===== src/design/ctrl_pkg.sv =====
/*
  shared definitions of the core control unit
  - data widths and the vector typedefs built on them
  - exception and interrupt cause codes
  - privilege, pc source, exception pc and controller state enums
  - packed structs that travel between the controller blocks
*/
package ctrl_pkg;

  // data and address width
  localparam int XLEN         = 32;
  localparam int NUM_FAST_IRQ = 15;

  typedef logic [XLEN-1:0]         word_t;
  typedef logic [15:0]             half_t;
  typedef logic [NUM_FAST_IRQ-1:0] fast_irq_t;
  typedef logic [3:0]              fast_id_t;
  // bit 5 marks an interrupt, bits 4:0 hold the code
  typedef logic [5:0]              exc_cause_t;

  //////////////////////////////////////////////////////////////////////
  // cause codes
  //////////////////////////////////////////////////////////////////////

  // synchronous exceptions
  localparam exc_cause_t EXC_CAUSE_INSTR_ACCESS_FAULT = {1'b0, 5'd1};
  localparam exc_cause_t EXC_CAUSE_ILLEGAL_INSN       = {1'b0, 5'd2};
  localparam exc_cause_t EXC_CAUSE_BREAKPOINT         = {1'b0, 5'd3};
  localparam exc_cause_t EXC_CAUSE_ECALL_UMODE        = {1'b0, 5'd8};
  localparam exc_cause_t EXC_CAUSE_ECALL_MMODE        = {1'b0, 5'd11};

  // interrupts, machine level
  localparam exc_cause_t EXC_CAUSE_IRQ_SOFTWARE_M     = {1'b1, 5'd3};
  localparam exc_cause_t EXC_CAUSE_IRQ_TIMER_M        = {1'b1, 5'd7};
  localparam exc_cause_t EXC_CAUSE_IRQ_EXTERNAL_M     = {1'b1, 5'd11};
  localparam exc_cause_t EXC_CAUSE_IRQ_NM             = {1'b1, 5'd31};

  // fast line i maps to code 16 + i
  function automatic exc_cause_t fast_irq_cause(fast_id_t id);
    return {2'b11, id};
  endfunction

  //////////////////////////////////////////////////////////////////////
  // enums
  //////////////////////////////////////////////////////////////////////

  typedef enum logic [1:0] {
    PRIV_LVL_U = 2'b00,
    PRIV_LVL_M = 2'b11
  } priv_lvl_e;

  // fetch address source of the IF stage
  typedef enum logic [1:0] {
    PC_BOOT,
    PC_JUMP,
    PC_EXC,
    PC_ERET
  } pc_sel_e;

  // handler base when pc_mux selects PC_EXC
  typedef enum logic {
    EXC_PC_IRQ,
    EXC_PC_EXC
  } exc_pc_sel_e;

  typedef enum logic [2:0] {
    RESET,
    BOOT_SET,
    WAIT_SLEEP,
    SLEEP,
    FIRST_FETCH,
    DECODE,
    FLUSH,
    IRQ_TAKEN
  } ctrl_state_e;

  //////////////////////////////////////////////////////////////////////
  // structs
  //////////////////////////////////////////////////////////////////////

  // raw decoder flags, not yet qualified with valid
  typedef struct packed {
    logic illegal;
    logic ecall;
    logic mret;
    logic wfi;
    logic ebrk;
    logic csr_pipe_flush;
  } dec_flags_t;

  // instruction held in the IF-ID register
  typedef struct packed {
    logic  valid;
    word_t instr;
    half_t instr_c;
    logic  is_compressed;
    logic  fetch_err;
    logic  fetch_err_plus2;
    word_t pc;
  } instr_info_t;

  typedef struct packed {
    logic      software;
    logic      timer;
    logic      external;
    fast_irq_t fast;
  } irqs_t;

  typedef struct packed {
    logic special_req;
    logic branch_block;
    logic exc_req;
    logic mret;
    logic wfi;
    logic csr_flush;
  } special_t;

  typedef struct packed {
    exc_cause_t cause;
    word_t      mtval;
  } exc_info_t;

  typedef struct packed {
    logic       handle;
    logic       wake;
    logic       nmi;
    exc_cause_t cause;
  } irq_req_t;

  typedef struct packed {
    logic        pc_set;
    pc_sel_e     pc_mux;
    exc_pc_sel_e exc_pc_mux;
  } pc_ctrl_t;

  typedef struct packed {
    logic  save_if;
    logic  save_id;
    logic  save_cause;
    logic  restore_mret;
    word_t mtval;
  } csr_ctrl_t;

endpackage


===== src/design/exc_detect.sv =====
/*
  synchronous exception detection
  - qualifies the decoder flags with the valid bit
  - registered illegal flag and exception request, cleared in FLUSH
  - fixed priority cause selection with mtval
*/
module exc_detect import ctrl_pkg::*; (
  input  logic        clk_i,
  input  logic        rst_ni,
  input  dec_flags_t  dec_i,
  input  instr_info_t instr_i,
  input  priv_lvl_e   priv_i,
  input  logic        mstatus_tw_i,
  input  logic        in_flush_i,
  output special_t    special_o,
  output exc_info_t   exc_o
);

  logic ecall;
  logic mret;
  logic wfi;
  logic ebrk;
  logic csr_flush;
  logic fetch_err;
  logic illegal_umode;
  logic illegal_d;
  logic illegal_q;
  logic exc_req_d;
  logic exc_req_q;

  // decoder flags only count for a valid instruction
  assign ecall     = dec_i.ecall          & instr_i.valid;
  assign mret      = dec_i.mret           & instr_i.valid;
  assign wfi       = dec_i.wfi            & instr_i.valid;
  assign ebrk      = dec_i.ebrk           & instr_i.valid;
  assign csr_flush = dec_i.csr_pipe_flush & instr_i.valid;
  assign fetch_err = instr_i.fetch_err    & instr_i.valid;

  // mret needs M-mode, tw traps wfi outside M-mode
  assign illegal_umode = (priv_i != PRIV_LVL_M) & (mret | (mstatus_tw_i & wfi));

  // dropped in FLUSH so a handled fault does not fire twice
  assign illegal_d = ((dec_i.illegal & instr_i.valid) | illegal_umode) & ~in_flush_i;
  assign exc_req_d = (ecall | ebrk | illegal_d | fetch_err) & ~in_flush_i;

  assign special_o.special_req  = mret | wfi | csr_flush | exc_req_d;
  // only a fetch fault can collide with a branch
  assign special_o.branch_block = fetch_err & ~in_flush_i;
  assign special_o.exc_req      = exc_req_q;
  assign special_o.mret         = mret;
  assign special_o.wfi          = wfi;
  assign special_o.csr_flush    = csr_flush;

  //////////////////////////////////////////////////////////////////////
  // exception priority
  //////////////////////////////////////////////////////////////////////

  // instruction stays in ID through FLUSH, so the flags are still live
  always_comb begin
    exc_o.cause = '0;
    exc_o.mtval = '0;
    if (fetch_err) begin
      exc_o.cause = EXC_CAUSE_INSTR_ACCESS_FAULT;
      // fault in the upper half of an unaligned word
      exc_o.mtval = instr_i.fetch_err_plus2 ? (instr_i.pc + 32'd2) : instr_i.pc;
    end else if (illegal_q) begin
      exc_o.cause = EXC_CAUSE_ILLEGAL_INSN;
      exc_o.mtval = instr_i.is_compressed ? {{(XLEN-16){1'b0}}, instr_i.instr_c} :
                                            instr_i.instr;
    end else if (ecall) begin
      exc_o.cause = (priv_i == PRIV_LVL_M) ? EXC_CAUSE_ECALL_MMODE : EXC_CAUSE_ECALL_UMODE;
    end else if (ebrk) begin
      // no debug mode here, ebreak always traps
      exc_o.cause = EXC_CAUSE_BREAKPOINT;
    end
  end

  // breaks the path from the decoder into pc_set
  always_ff @(posedge clk_i or negedge rst_ni) begin
    if (!rst_ni) begin
      illegal_q <= 1'b0;
      exc_req_q <= 1'b0;
    end else begin
      illegal_q <= illegal_d;
      exc_req_q <= exc_req_d;
    end
  end

endmodule


===== src/design/irq_select.sv =====
/*
  interrupt selection
  - decides whether an interrupt is taken and whether the core wakes
  - priority encoder over the fast lines
  - cause by priority: nmi, fast, external, software, timer
*/
module irq_select import ctrl_pkg::*; (
  input  irqs_t    irqs_i,
  input  logic     irq_nm_i,
  input  logic     mstatus_mie_i,
  input  logic     nmi_mode_i,
  output irq_req_t irq_o
);

  logic       irq_pending;
  logic       take_nmi;
  fast_id_t   fast_id;
  exc_cause_t irq_cause;

  // lines arrive already masked by mie
  assign irq_pending = irqs_i.software | irqs_i.timer | irqs_i.external | (|irqs_i.fast);

  // no nesting inside the nmi handler
  assign take_nmi = irq_nm_i & ~nmi_mode_i;

  //////////////////////////////////////////////////////////////////////
  // fast line encoder
  //////////////////////////////////////////////////////////////////////

  // later iterations overwrite, so the highest line wins
  always_comb begin
    fast_id = '0;
    for (int i = 0; i < NUM_FAST_IRQ; i++) begin
      if (irqs_i.fast[i]) begin
        fast_id = fast_id_t'(i);
      end
    end
  end

  always_comb begin
    if (take_nmi) begin
      irq_cause = EXC_CAUSE_IRQ_NM;
    end else if (|irqs_i.fast) begin
      irq_cause = fast_irq_cause(fast_id);
    end else if (irqs_i.external) begin
      irq_cause = EXC_CAUSE_IRQ_EXTERNAL_M;
    end else if (irqs_i.software) begin
      irq_cause = EXC_CAUSE_IRQ_SOFTWARE_M;
    end else begin
      // timer, or nothing pending
      irq_cause = EXC_CAUSE_IRQ_TIMER_M;
    end
  end

  // nmi ignores mie, regular lines need it
  assign irq_o.handle = ~nmi_mode_i & (irq_nm_i | (irq_pending & mstatus_mie_i));
  // sleep ends on any pending line, even with mie clear
  assign irq_o.wake   = irq_pending | irq_nm_i;
  assign irq_o.nmi    = take_nmi;
  assign irq_o.cause  = irq_cause;

endmodule


===== src/design/ctrl_fsm.sv =====
/*
  controller state machine
  - boot, decode, flush, sleep and interrupt entry states
  - pc source control and csr save strobes
  - nmi mode register
  - stall control towards the IF stage and perf strobes
*/
module ctrl_fsm import ctrl_pkg::*; (
  input  logic       clk_i,
  input  logic       rst_ni,
  input  special_t   special_i,
  input  exc_info_t  exc_i,
  input  irq_req_t   irq_i,
  input  logic       instr_valid_i,
  input  logic       branch_set_i,
  input  logic       jump_set_i,
  input  logic       stall_id_i,
  output logic       in_flush_o,
  output pc_ctrl_t   pc_ctrl_o,
  output exc_cause_t exc_cause_o,
  output csr_ctrl_t  csr_ctrl_o,
  output logic       id_in_ready_o,
  output logic       instr_valid_clear_o,
  output logic       flush_id_o,
  output logic       ctrl_busy_o,
  output logic       controller_run_o,
  output logic       nmi_mode_o,
  output logic       perf_jump_o,
  output logic       perf_tbranch_o
);

  ctrl_state_e state_q;
  ctrl_state_e state_d;
  logic        nmi_mode_q;
  logic        nmi_mode_d;

  logic stall;
  logic halt_if;
  logic retain_id;
  logic flush_id;

  // multicycle instruction still busy in ID
  assign stall = stall_id_i;

  //////////////////////////////////////////////////////////////////////
  // next state and outputs
  //////////////////////////////////////////////////////////////////////

  always_comb begin
    state_d    = state_q;
    nmi_mode_d = nmi_mode_q;

    pc_ctrl_o.pc_set     = 1'b0;
    pc_ctrl_o.pc_mux     = PC_BOOT;
    pc_ctrl_o.exc_pc_mux = EXC_PC_IRQ;
    exc_cause_o          = '0;

    csr_ctrl_o.save_if      = 1'b0;
    csr_ctrl_o.save_id      = 1'b0;
    csr_ctrl_o.save_cause   = 1'b0;
    csr_ctrl_o.restore_mret = 1'b0;
    csr_ctrl_o.mtval        = '0;

    ctrl_busy_o      = 1'b1;
    controller_run_o = 1'b0;
    perf_jump_o      = 1'b0;
    perf_tbranch_o   = 1'b0;

    halt_if   = 1'b0;
    retain_id = 1'b0;
    flush_id  = 1'b0;

    case (state_q)
      RESET: begin
        pc_ctrl_o.pc_set = 1'b1;
        state_d          = BOOT_SET;
      end

      BOOT_SET: begin
        // boot address into the fetch pc
        pc_ctrl_o.pc_set = 1'b1;
        state_d          = FIRST_FETCH;
      end

      WAIT_SLEEP: begin
        ctrl_busy_o = 1'b0;
        halt_if     = 1'b1;
        flush_id    = 1'b1;
        state_d     = SLEEP;
      end

      SLEEP: begin
        halt_if  = 1'b1;
        flush_id = 1'b1;
        if (irq_i.wake) begin
          state_d = FIRST_FETCH;
        end else begin
          // clock may stay gated
          ctrl_busy_o = 1'b0;
        end
      end

      FIRST_FETCH: begin
        // wait for the IF miss to resolve
        if (!stall) begin
          state_d = DECODE;
        end
        // irq entry lets the ID instruction complete
        if (irq_i.handle) begin
          state_d = IRQ_TAKEN;
          halt_if = 1'b1;
        end
      end

      DECODE: begin
        controller_run_o = 1'b1;
        // mux is cheap to set early, pc_set decides
        pc_ctrl_o.pc_mux = PC_JUMP;

        // keep the instruction in ID for the FLUSH state
        if (special_i.special_req) begin
          retain_id = 1'b1;
          state_d   = FLUSH;
        end

        if ((branch_set_i || jump_set_i) && instr_valid_i && !special_i.branch_block) begin
          pc_ctrl_o.pc_set = 1'b1;
          perf_tbranch_o   = branch_set_i;
          perf_jump_o      = jump_set_i;
        end

        // irq waits until the current instruction is done
        if (irq_i.handle && stall) begin
          halt_if = 1'b1;
        end

        if (!stall && !special_i.special_req && irq_i.handle) begin
          state_d = IRQ_TAKEN;
          halt_if = 1'b1;
        end
      end

      IRQ_TAKEN: begin
        pc_ctrl_o.pc_mux     = PC_EXC;
        pc_ctrl_o.exc_pc_mux = EXC_PC_IRQ;
        if (irq_i.handle) begin
          pc_ctrl_o.pc_set      = 1'b1;
          csr_ctrl_o.save_if    = 1'b1;
          csr_ctrl_o.save_cause = 1'b1;
          exc_cause_o           = irq_i.cause;
          if (irq_i.nmi) begin
            nmi_mode_d = 1'b1;
          end
        end
        state_d = DECODE;
      end

      FLUSH: begin
        halt_if  = 1'b1;
        flush_id = 1'b1;
        state_d  = DECODE;

        if (special_i.exc_req) begin
          // trap: epc from ID, cause and mtval from exc_detect
          pc_ctrl_o.pc_set      = 1'b1;
          pc_ctrl_o.pc_mux      = PC_EXC;
          pc_ctrl_o.exc_pc_mux  = EXC_PC_EXC;
          csr_ctrl_o.save_id    = 1'b1;
          csr_ctrl_o.save_cause = 1'b1;
          csr_ctrl_o.mtval      = exc_i.mtval;
          exc_cause_o           = exc_i.cause;
        end else if (special_i.mret) begin
          pc_ctrl_o.pc_set        = 1'b1;
          pc_ctrl_o.pc_mux        = PC_ERET;
          csr_ctrl_o.restore_mret = 1'b1;
          // leaving the nmi handler
          nmi_mode_d              = 1'b0;
        end else if (special_i.wfi) begin
          state_d = WAIT_SLEEP;
        end else if (special_i.csr_flush && irq_i.handle) begin
          // csr write may have just enabled an interrupt
          state_d = IRQ_TAKEN;
        end
      end

      default: begin
        state_d = RESET;
      end
    endcase
  end

  //////////////////////////////////////////////////////////////////////
  // stall control
  //////////////////////////////////////////////////////////////////////

  assign id_in_ready_o = ~stall & ~halt_if & ~retain_id;

  // retain_id keeps valid set unless ID is flushed as well
  assign instr_valid_clear_o = ~(stall | retain_id) | flush_id;

  assign flush_id_o = flush_id;
  assign in_flush_o = (state_q == FLUSH);
  assign nmi_mode_o = nmi_mode_q;

  always_ff @(posedge clk_i or negedge rst_ni) begin
    if (!rst_ni) begin
      state_q    <= RESET;
      nmi_mode_q <= 1'b0;
    end else begin
      state_q    <= state_d;
      nmi_mode_q <= nmi_mode_d;
    end
  end

endmodule


===== src/design/core_ctrl.sv =====
/*
  core control unit top level
  - exception detection, interrupt selection and controller FSM
  - connects the three blocks and the core-side ports
*/
module core_ctrl import ctrl_pkg::*; (
  input  logic        clk_i,
  input  logic        rst_ni,
  input  dec_flags_t  dec_i,
  input  instr_info_t instr_i,
  input  priv_lvl_e   priv_i,
  input  logic        mstatus_tw_i,
  input  logic        mstatus_mie_i,
  input  irqs_t       irqs_i,
  input  logic        irq_nm_i,
  input  logic        branch_set_i,
  input  logic        jump_set_i,
  input  logic        stall_id_i,
  output pc_ctrl_t    pc_ctrl_o,
  output exc_cause_t  exc_cause_o,
  output csr_ctrl_t   csr_ctrl_o,
  output logic        id_in_ready_o,
  output logic        instr_valid_clear_o,
  output logic        flush_id_o,
  output logic        ctrl_busy_o,
  output logic        controller_run_o,
  output logic        nmi_mode_o,
  output logic        perf_jump_o,
  output logic        perf_tbranch_o
);

  logic      in_flush;
  special_t  special;
  exc_info_t exc_info;
  irq_req_t  irq_req;

  // decoder flags to special requests and cause
  exc_detect u_exc_detect (
    .clk_i        (clk_i),
    .rst_ni       (rst_ni),
    .dec_i        (dec_i),
    .instr_i      (instr_i),
    .priv_i       (priv_i),
    .mstatus_tw_i (mstatus_tw_i),
    .in_flush_i   (in_flush),
    .special_o    (special),
    .exc_o        (exc_info)
  );

  // nmi mode fed back from the fsm
  irq_select u_irq_select (
    .irqs_i        (irqs_i),
    .irq_nm_i      (irq_nm_i),
    .mstatus_mie_i (mstatus_mie_i),
    .nmi_mode_i    (nmi_mode_o),
    .irq_o         (irq_req)
  );

  ctrl_fsm u_ctrl_fsm (
    .clk_i               (clk_i),
    .rst_ni              (rst_ni),
    .special_i           (special),
    .exc_i               (exc_info),
    .irq_i               (irq_req),
    .instr_valid_i       (instr_i.valid),
    .branch_set_i        (branch_set_i),
    .jump_set_i          (jump_set_i),
    .stall_id_i          (stall_id_i),
    .in_flush_o          (in_flush),
    .pc_ctrl_o           (pc_ctrl_o),
    .exc_cause_o         (exc_cause_o),
    .csr_ctrl_o          (csr_ctrl_o),
    .id_in_ready_o       (id_in_ready_o),
    .instr_valid_clear_o (instr_valid_clear_o),
    .flush_id_o          (flush_id_o),
    .ctrl_busy_o         (ctrl_busy_o),
    .controller_run_o    (controller_run_o),
    .nmi_mode_o          (nmi_mode_o),
    .perf_jump_o         (perf_jump_o),
    .perf_tbranch_o      (perf_tbranch_o)
  );

endmodule


===== config.mk =====
export PLATFORM = sky130hd
export DESIGN_NAME = core_ctrl
export DESIGN_NICKNAME = d
export VERILOG_FILES = /design/src/design/ctrl_pkg.sv /design/src/design/exc_detect.sv /design/src/design/irq_select.sv /design/src/design/ctrl_fsm.sv /design/src/design/core_ctrl.sv
export SDC_FILE = /design/constraint.sdc
export NUM_CORES = 1
export LEC_CHECK = 0
export BUFFER_PORTS_ARGS = -buffer_cell sky130_fd_sc_hd__buf_2
export CAP_MARGIN = 20
export CELL_PAD_IN_SITES_DETAIL_PLACEMENT = 1
export CELL_PAD_IN_SITES_GLOBAL_PLACEMENT = 1
export CORE_ASPECT_RATIO = 1.1
export CORE_MARGIN = 2
export CORE_UTILIZATION = 28
export CTS_CLUSTER_DIAMETER = 150
export DETAILED_ROUTE_END_ITERATION = 10
export PLACE_DENSITY = 0.88
export SYNTH_ARGS = -nofsm -noshare
export SYNTH_HDL_FRONTEND = slang
export SYNTH_HIERARCHICAL = 1
export SYNTH_SLANG_ARGS = --single-unit
export TNS_END_PERCENT = 100

===== constraint.sdc =====
create_clock -name clk_i -period 2.7 [get_ports clk_i]
set_clock_uncertainty 0.2 [all_clocks]
set_input_delay 0.135 -clock clk_i [delete_from_list [all_inputs] [get_ports clk_i]]
set_output_delay 0.135 -clock clk_i [all_outputs]
set_load 0.01 [all_outputs]

==> results.md <==
- The flow ran to the end, and the final reports show no timing, DRC or antenna violations.
- The aggregate routed wire length is 10900 um.
- After detailed placement, the total cell area comes to approximately 0.0034 mm^2.
- The portion of the clock cycle consumed by the worst path in the final layout is between 90% and 100%.
- The number of antenna diodes in the final layout is 0.
- The post-route worst setup slack is about 0.16 ns.
- The worst max-slew margin expressed relative to the limit is a little over half.
- The number of warnings printed during yosys synthesis is 6.
- The minimum period implied by the final worst setup slack is around 2.5 ns.
- Of all nets on the critical path, the largest fanout is 4.
- The area of all placed cells without fillers is 0.00344 mm^2.
- In the global route stage, overall resource usage came out at 21.5%.
- The proportion of layout cells with a drive suffix above 1 is between 30% and 40%.
- In the global route stage, met2 resource usage came out at 42.1%.
- The worst setup path is launched from an input port.
- The critical path data required time is around 2.4 ns.
- In this run the power density over the cells is roughly 400 mW/mm^2.
- The largest area contributor in the netlist is sky130_fd_sc_hd__and3_1.
- In this run the critical register-to-register path is captured at u_ctrl_fsm/state_q[1].
- Routability-driven placement finished with a final weighted congestion of between 0.8 and 0.9.
- The synthesized design contains 6 register bits.
- For this design the static power due to leakage is approximately 1.8 nW.
- VDD sags by at most 0.000145 V.
- The pre-CTS setup slack is around 0.21 ns.
- The number of buffers added by the clock tree synthesis step is 3.
- The number of setup violations in the final report is 0.
- The most frequent cell after synthesis is sky130_fd_sc_hd__and3_1.
- Setup repair after global routing left no endpoint under its margin.
- The initial utilization of the core area, before any placement, comes to about 29%.
- From bottom edge to top edge, the die measures between 100 and 150 um.
- The worst hold path belongs to the class in2async.
- After synthesis, the cell types taking the most area are sky130_fd_sc_hd__and3_1, sky130_fd_sc_hd__mux2i_1, sky130_fd_sc_hd__dfrtp_1, sky130_fd_sc_hd__nor2_1, sky130_fd_sc_hd__nand2_1.
- The share of the synthesized area in the top cell type is 12.3%.
- The synthesized netlist cell count is 374.
- The first-pass detailed-route iteration total is 4.
- The fraction of synthesis flops using an asynchronous set or reset pin is 100%.
- The area growth from synthesis to layout is 37.9%.
- The number of nets with antenna violations after routing is 0.
- The tool flagged a number of max-cap violations equal to 0.
- The final number of max-transition violations was 0.
- During I/O placement, the number of pins put on the boundary was roughly 170.
- Detailed placement ended at an HPWL of about 8800 um.
- In the routed design, unresolved DRC markers number 0.
- In this run the number of H-tree levels came out at 1.
- The count of buffers added on input and output ports is 171.
- The critical path endpoint category is an output port.
- The core region is between 0.008 and 0.009 mm^2.
- The total global routing overflow is 0.
- From left edge to right edge, the die measures ~94 um.
- The post-placement cell count is approximately 640.
- TritonCTS built the clock tree.
- Detailed routing inserted a total of about 3600 vias.
- The distinct cell type count after synthesis is between 60 and 70.
- The clock insertion delay at the later pin of the skew report is 0.22 ns.
- The clock edge transition at the registers on the reported setup and hold paths is roughly 0.040 ns.
- Data on the critical path arrives at its endpoint at between 2 and 2.5 ns.
- The final number of hold-violating endpoints is 0.
- The number of global-route vias before repair is 3583.
- Post-CTS timing repair inserted 0 buffers for setup.
- The dominant register cell in the synthesized netlist is sky130_fd_sc_hd__dfrtp_1.
- The startpoint identified for the worst register-to-register timing path is u_ctrl_fsm/state_q[2].
- The count of standard-cell rows is 36.
- Entering global routing, the biggest net connects 36 pins.
- The global-route wire length before repair is about 17000 um.
- The worst register-to-register path has a setup slack of ~0.37 ns.
- The net total in the final layout is around 650.
- The final cell count without fillers is about 640.
- Using the TritonRoute via totals, the vias-per-cell ratio works out to 5.58.
- The actual slew at the worst max-slew pin is slightly below 0.7 ns.
- For this design, the sink count on the clock tree is 6.
- The type of the worst setup path is in2out.
- Summing the sequential cell areas from Yosys gives between 6 and 7% of the chip area.
- The number of cells on the worst reg-to-reg path is 8.
- By count the netlist is led by sky130_fd_sc_hd__and3_1, sky130_fd_sc_hd__nor2_1, sky130_fd_sc_hd__nand2_1.
- The final-layout setup total negative slack is 0 ns.
- After detailed routing, the average wire length per cell comes to between 15 and 20 um.
- Overall power consumption after layout is estimated at about 1.4 mW.
- No sink is reached through more buffers than the 2 on the longest clock path.
- Global routing consumed, on the met1 layer, between 20 and 30% of the routing resources.
- The number of enable-type register cells in the synthesized netlist is 0.
- For this run, global-route usage on met3 was measured as roughly 1.4%.
- Hold is met by ~0.074 ns.
- The floorplan step defined a die boundary enclosing 0.00967 mm^2.
- The average footprint of a synthesized cell is approximately 6.7 um^2.
- The utilization of the core after routing is between 30% and 40%.
- The global routing stage identified its most utilized layer as met2.
- The peak clock frequency supported by timing is 0.393 GHz.
- The synthesized netlist occupies a cell area of 0.00249 mm^2.
- The number of antenna violations at the first check in global routing is 0.
- The first-iteration detailed-routing DRC count is roughly 140.
- The cell chosen for the clock root is sky130_fd_sc_hd__clkbuf_8.
-- critical path, stage by stage --
cell and delay [ns]:
sky130_fd_sc_hd__dlygate4sd3_1 0.55, sky130_fd_sc_hd__buf_2 0.13, sky130_fd_sc_hd__a21oi_1 0.17, sky130_fd_sc_hd__a21oi_1 0.12, sky130_fd_sc_hd__or4_4 0.58, sky130_fd_sc_hd__a21oi_1 0.17
sky130_fd_sc_hd__nor2_1 0.07, sky130_fd_sc_hd__nor3_1 0.13, sky130_fd_sc_hd__buf_2 0.16
-- how the worst max path moves through the flow --
| stage | from | endpoint | slack, ns | cells after the start |
|---|---|---|---|---|
| final | dec_i[5] | id_in_ready_o | 0.16 | 9 |
| after global routing | dec_i[5] | id_in_ready_o | 0.009 | 9 |
| after CTS | u_ctrl_fsm/state_q[1] | id_in_ready_o | 0.07 | 8 |
| after detailed placement | irqs_i[11] | exc_cause_o[4] | 0.21 | 8 |
| after global placement | u_ctrl_fsm/state_q[2] | id_in_ready_o | 0.35 | 8 |
| after floorplan | u_ctrl_fsm/state_q[1] | id_in_ready_o | 0.27 | 10 |
-- cells in the final DEF, fill, tap and decap left out, types with 7 or more instances in the layout --
master,count
sky130_fd_sc_hd__mux2i_1,17
sky130_fd_sc_hd__buf_2,171
sky130_fd_sc_hd__buf_4,12
sky130_fd_sc_hd__nor2b_1,7
sky130_fd_sc_hd__nand4_1,12
sky130_fd_sc_hd__a221o_1,7
sky130_fd_sc_hd__nand2b_1,7
sky130_fd_sc_hd__o21ai_0,7
sky130_fd_sc_hd__and3_1,49
sky130_fd_sc_hd__o211ai_1,7
sky130_fd_sc_hd__and4_1,8
sky130_fd_sc_hd__o22ai_1,15
sky130_fd_sc_hd__and2_1,7
sky130_fd_sc_hd__xnor2_1,10
sky130_fd_sc_hd__nand3_1,11
sky130_fd_sc_hd__nand2_1,34
sky130_fd_sc_hd__nor2_1,35
sky130_fd_sc_hd__inv_1,7
sky130_fd_sc_hd__a21oi_1,12
sky130_fd_sc_hd__nor3_1,15
-- cell families after synthesis --
kind of cell,after synthesis,synth area share (%)
AND/OR/NAND/NOR,206,46.9
AO/OA/AOI/OAI,84,24.6
buffers and inverters,45,10.2
multiplexers,17,6.83
XOR/XNOR,13,4.57
flip-flops,6,6.02
other,2,0.301
adder cells (fa/ha/maj),1,0.502
-- per-layer routing --
layer / share of wire, % / vias to the layer above
li1: - / 1716
met1: 40 / 1700
met2: 53 / 151
met3: 6.7 / 12
met4: 1.1 / 0
met5: 0 / -
-- state kept, by name, summed over array words and instances, names as in the netlist --
signal                  count
u_ctrl_fsm/nmi_mode_o       1
u_ctrl_fsm/state_q          3
u_exc_detect/exc_req_q      1
u_exc_detect/illegal_q      1
-- power breakdown --
group          switching [mW]  total, mW  internal, mW
clock network          0.0362      0.132        0.0956
registers              0.0620      0.187         0.125
logic                   0.614       1.04         0.431
total                   0.713       1.36         0.652
-- area by class of cell --
| cell class | count | area [um^2] |
|---|---|---|
| Multi-Input combinational cell | 325 | 2100 |
| Sequential cell | 6 | 153 |
| Inverter | 8 | 30.0 |
| Tap cell | 114 | 143 |
| Clock buffer | 3 | 41.3 |
| Timing Repair Buffer | 185 | 966 |
| Fill cell | 1196 | 5300 |
-- repair_timing --
item,in CTS,in global routing
endpoints found under the hold margin,7,0
hold buffers,2,0
gates resized for setup,1,3
endpoints found under the setup margin,1,6
pin swaps,0,0
(Power assumes the default switching activity.)
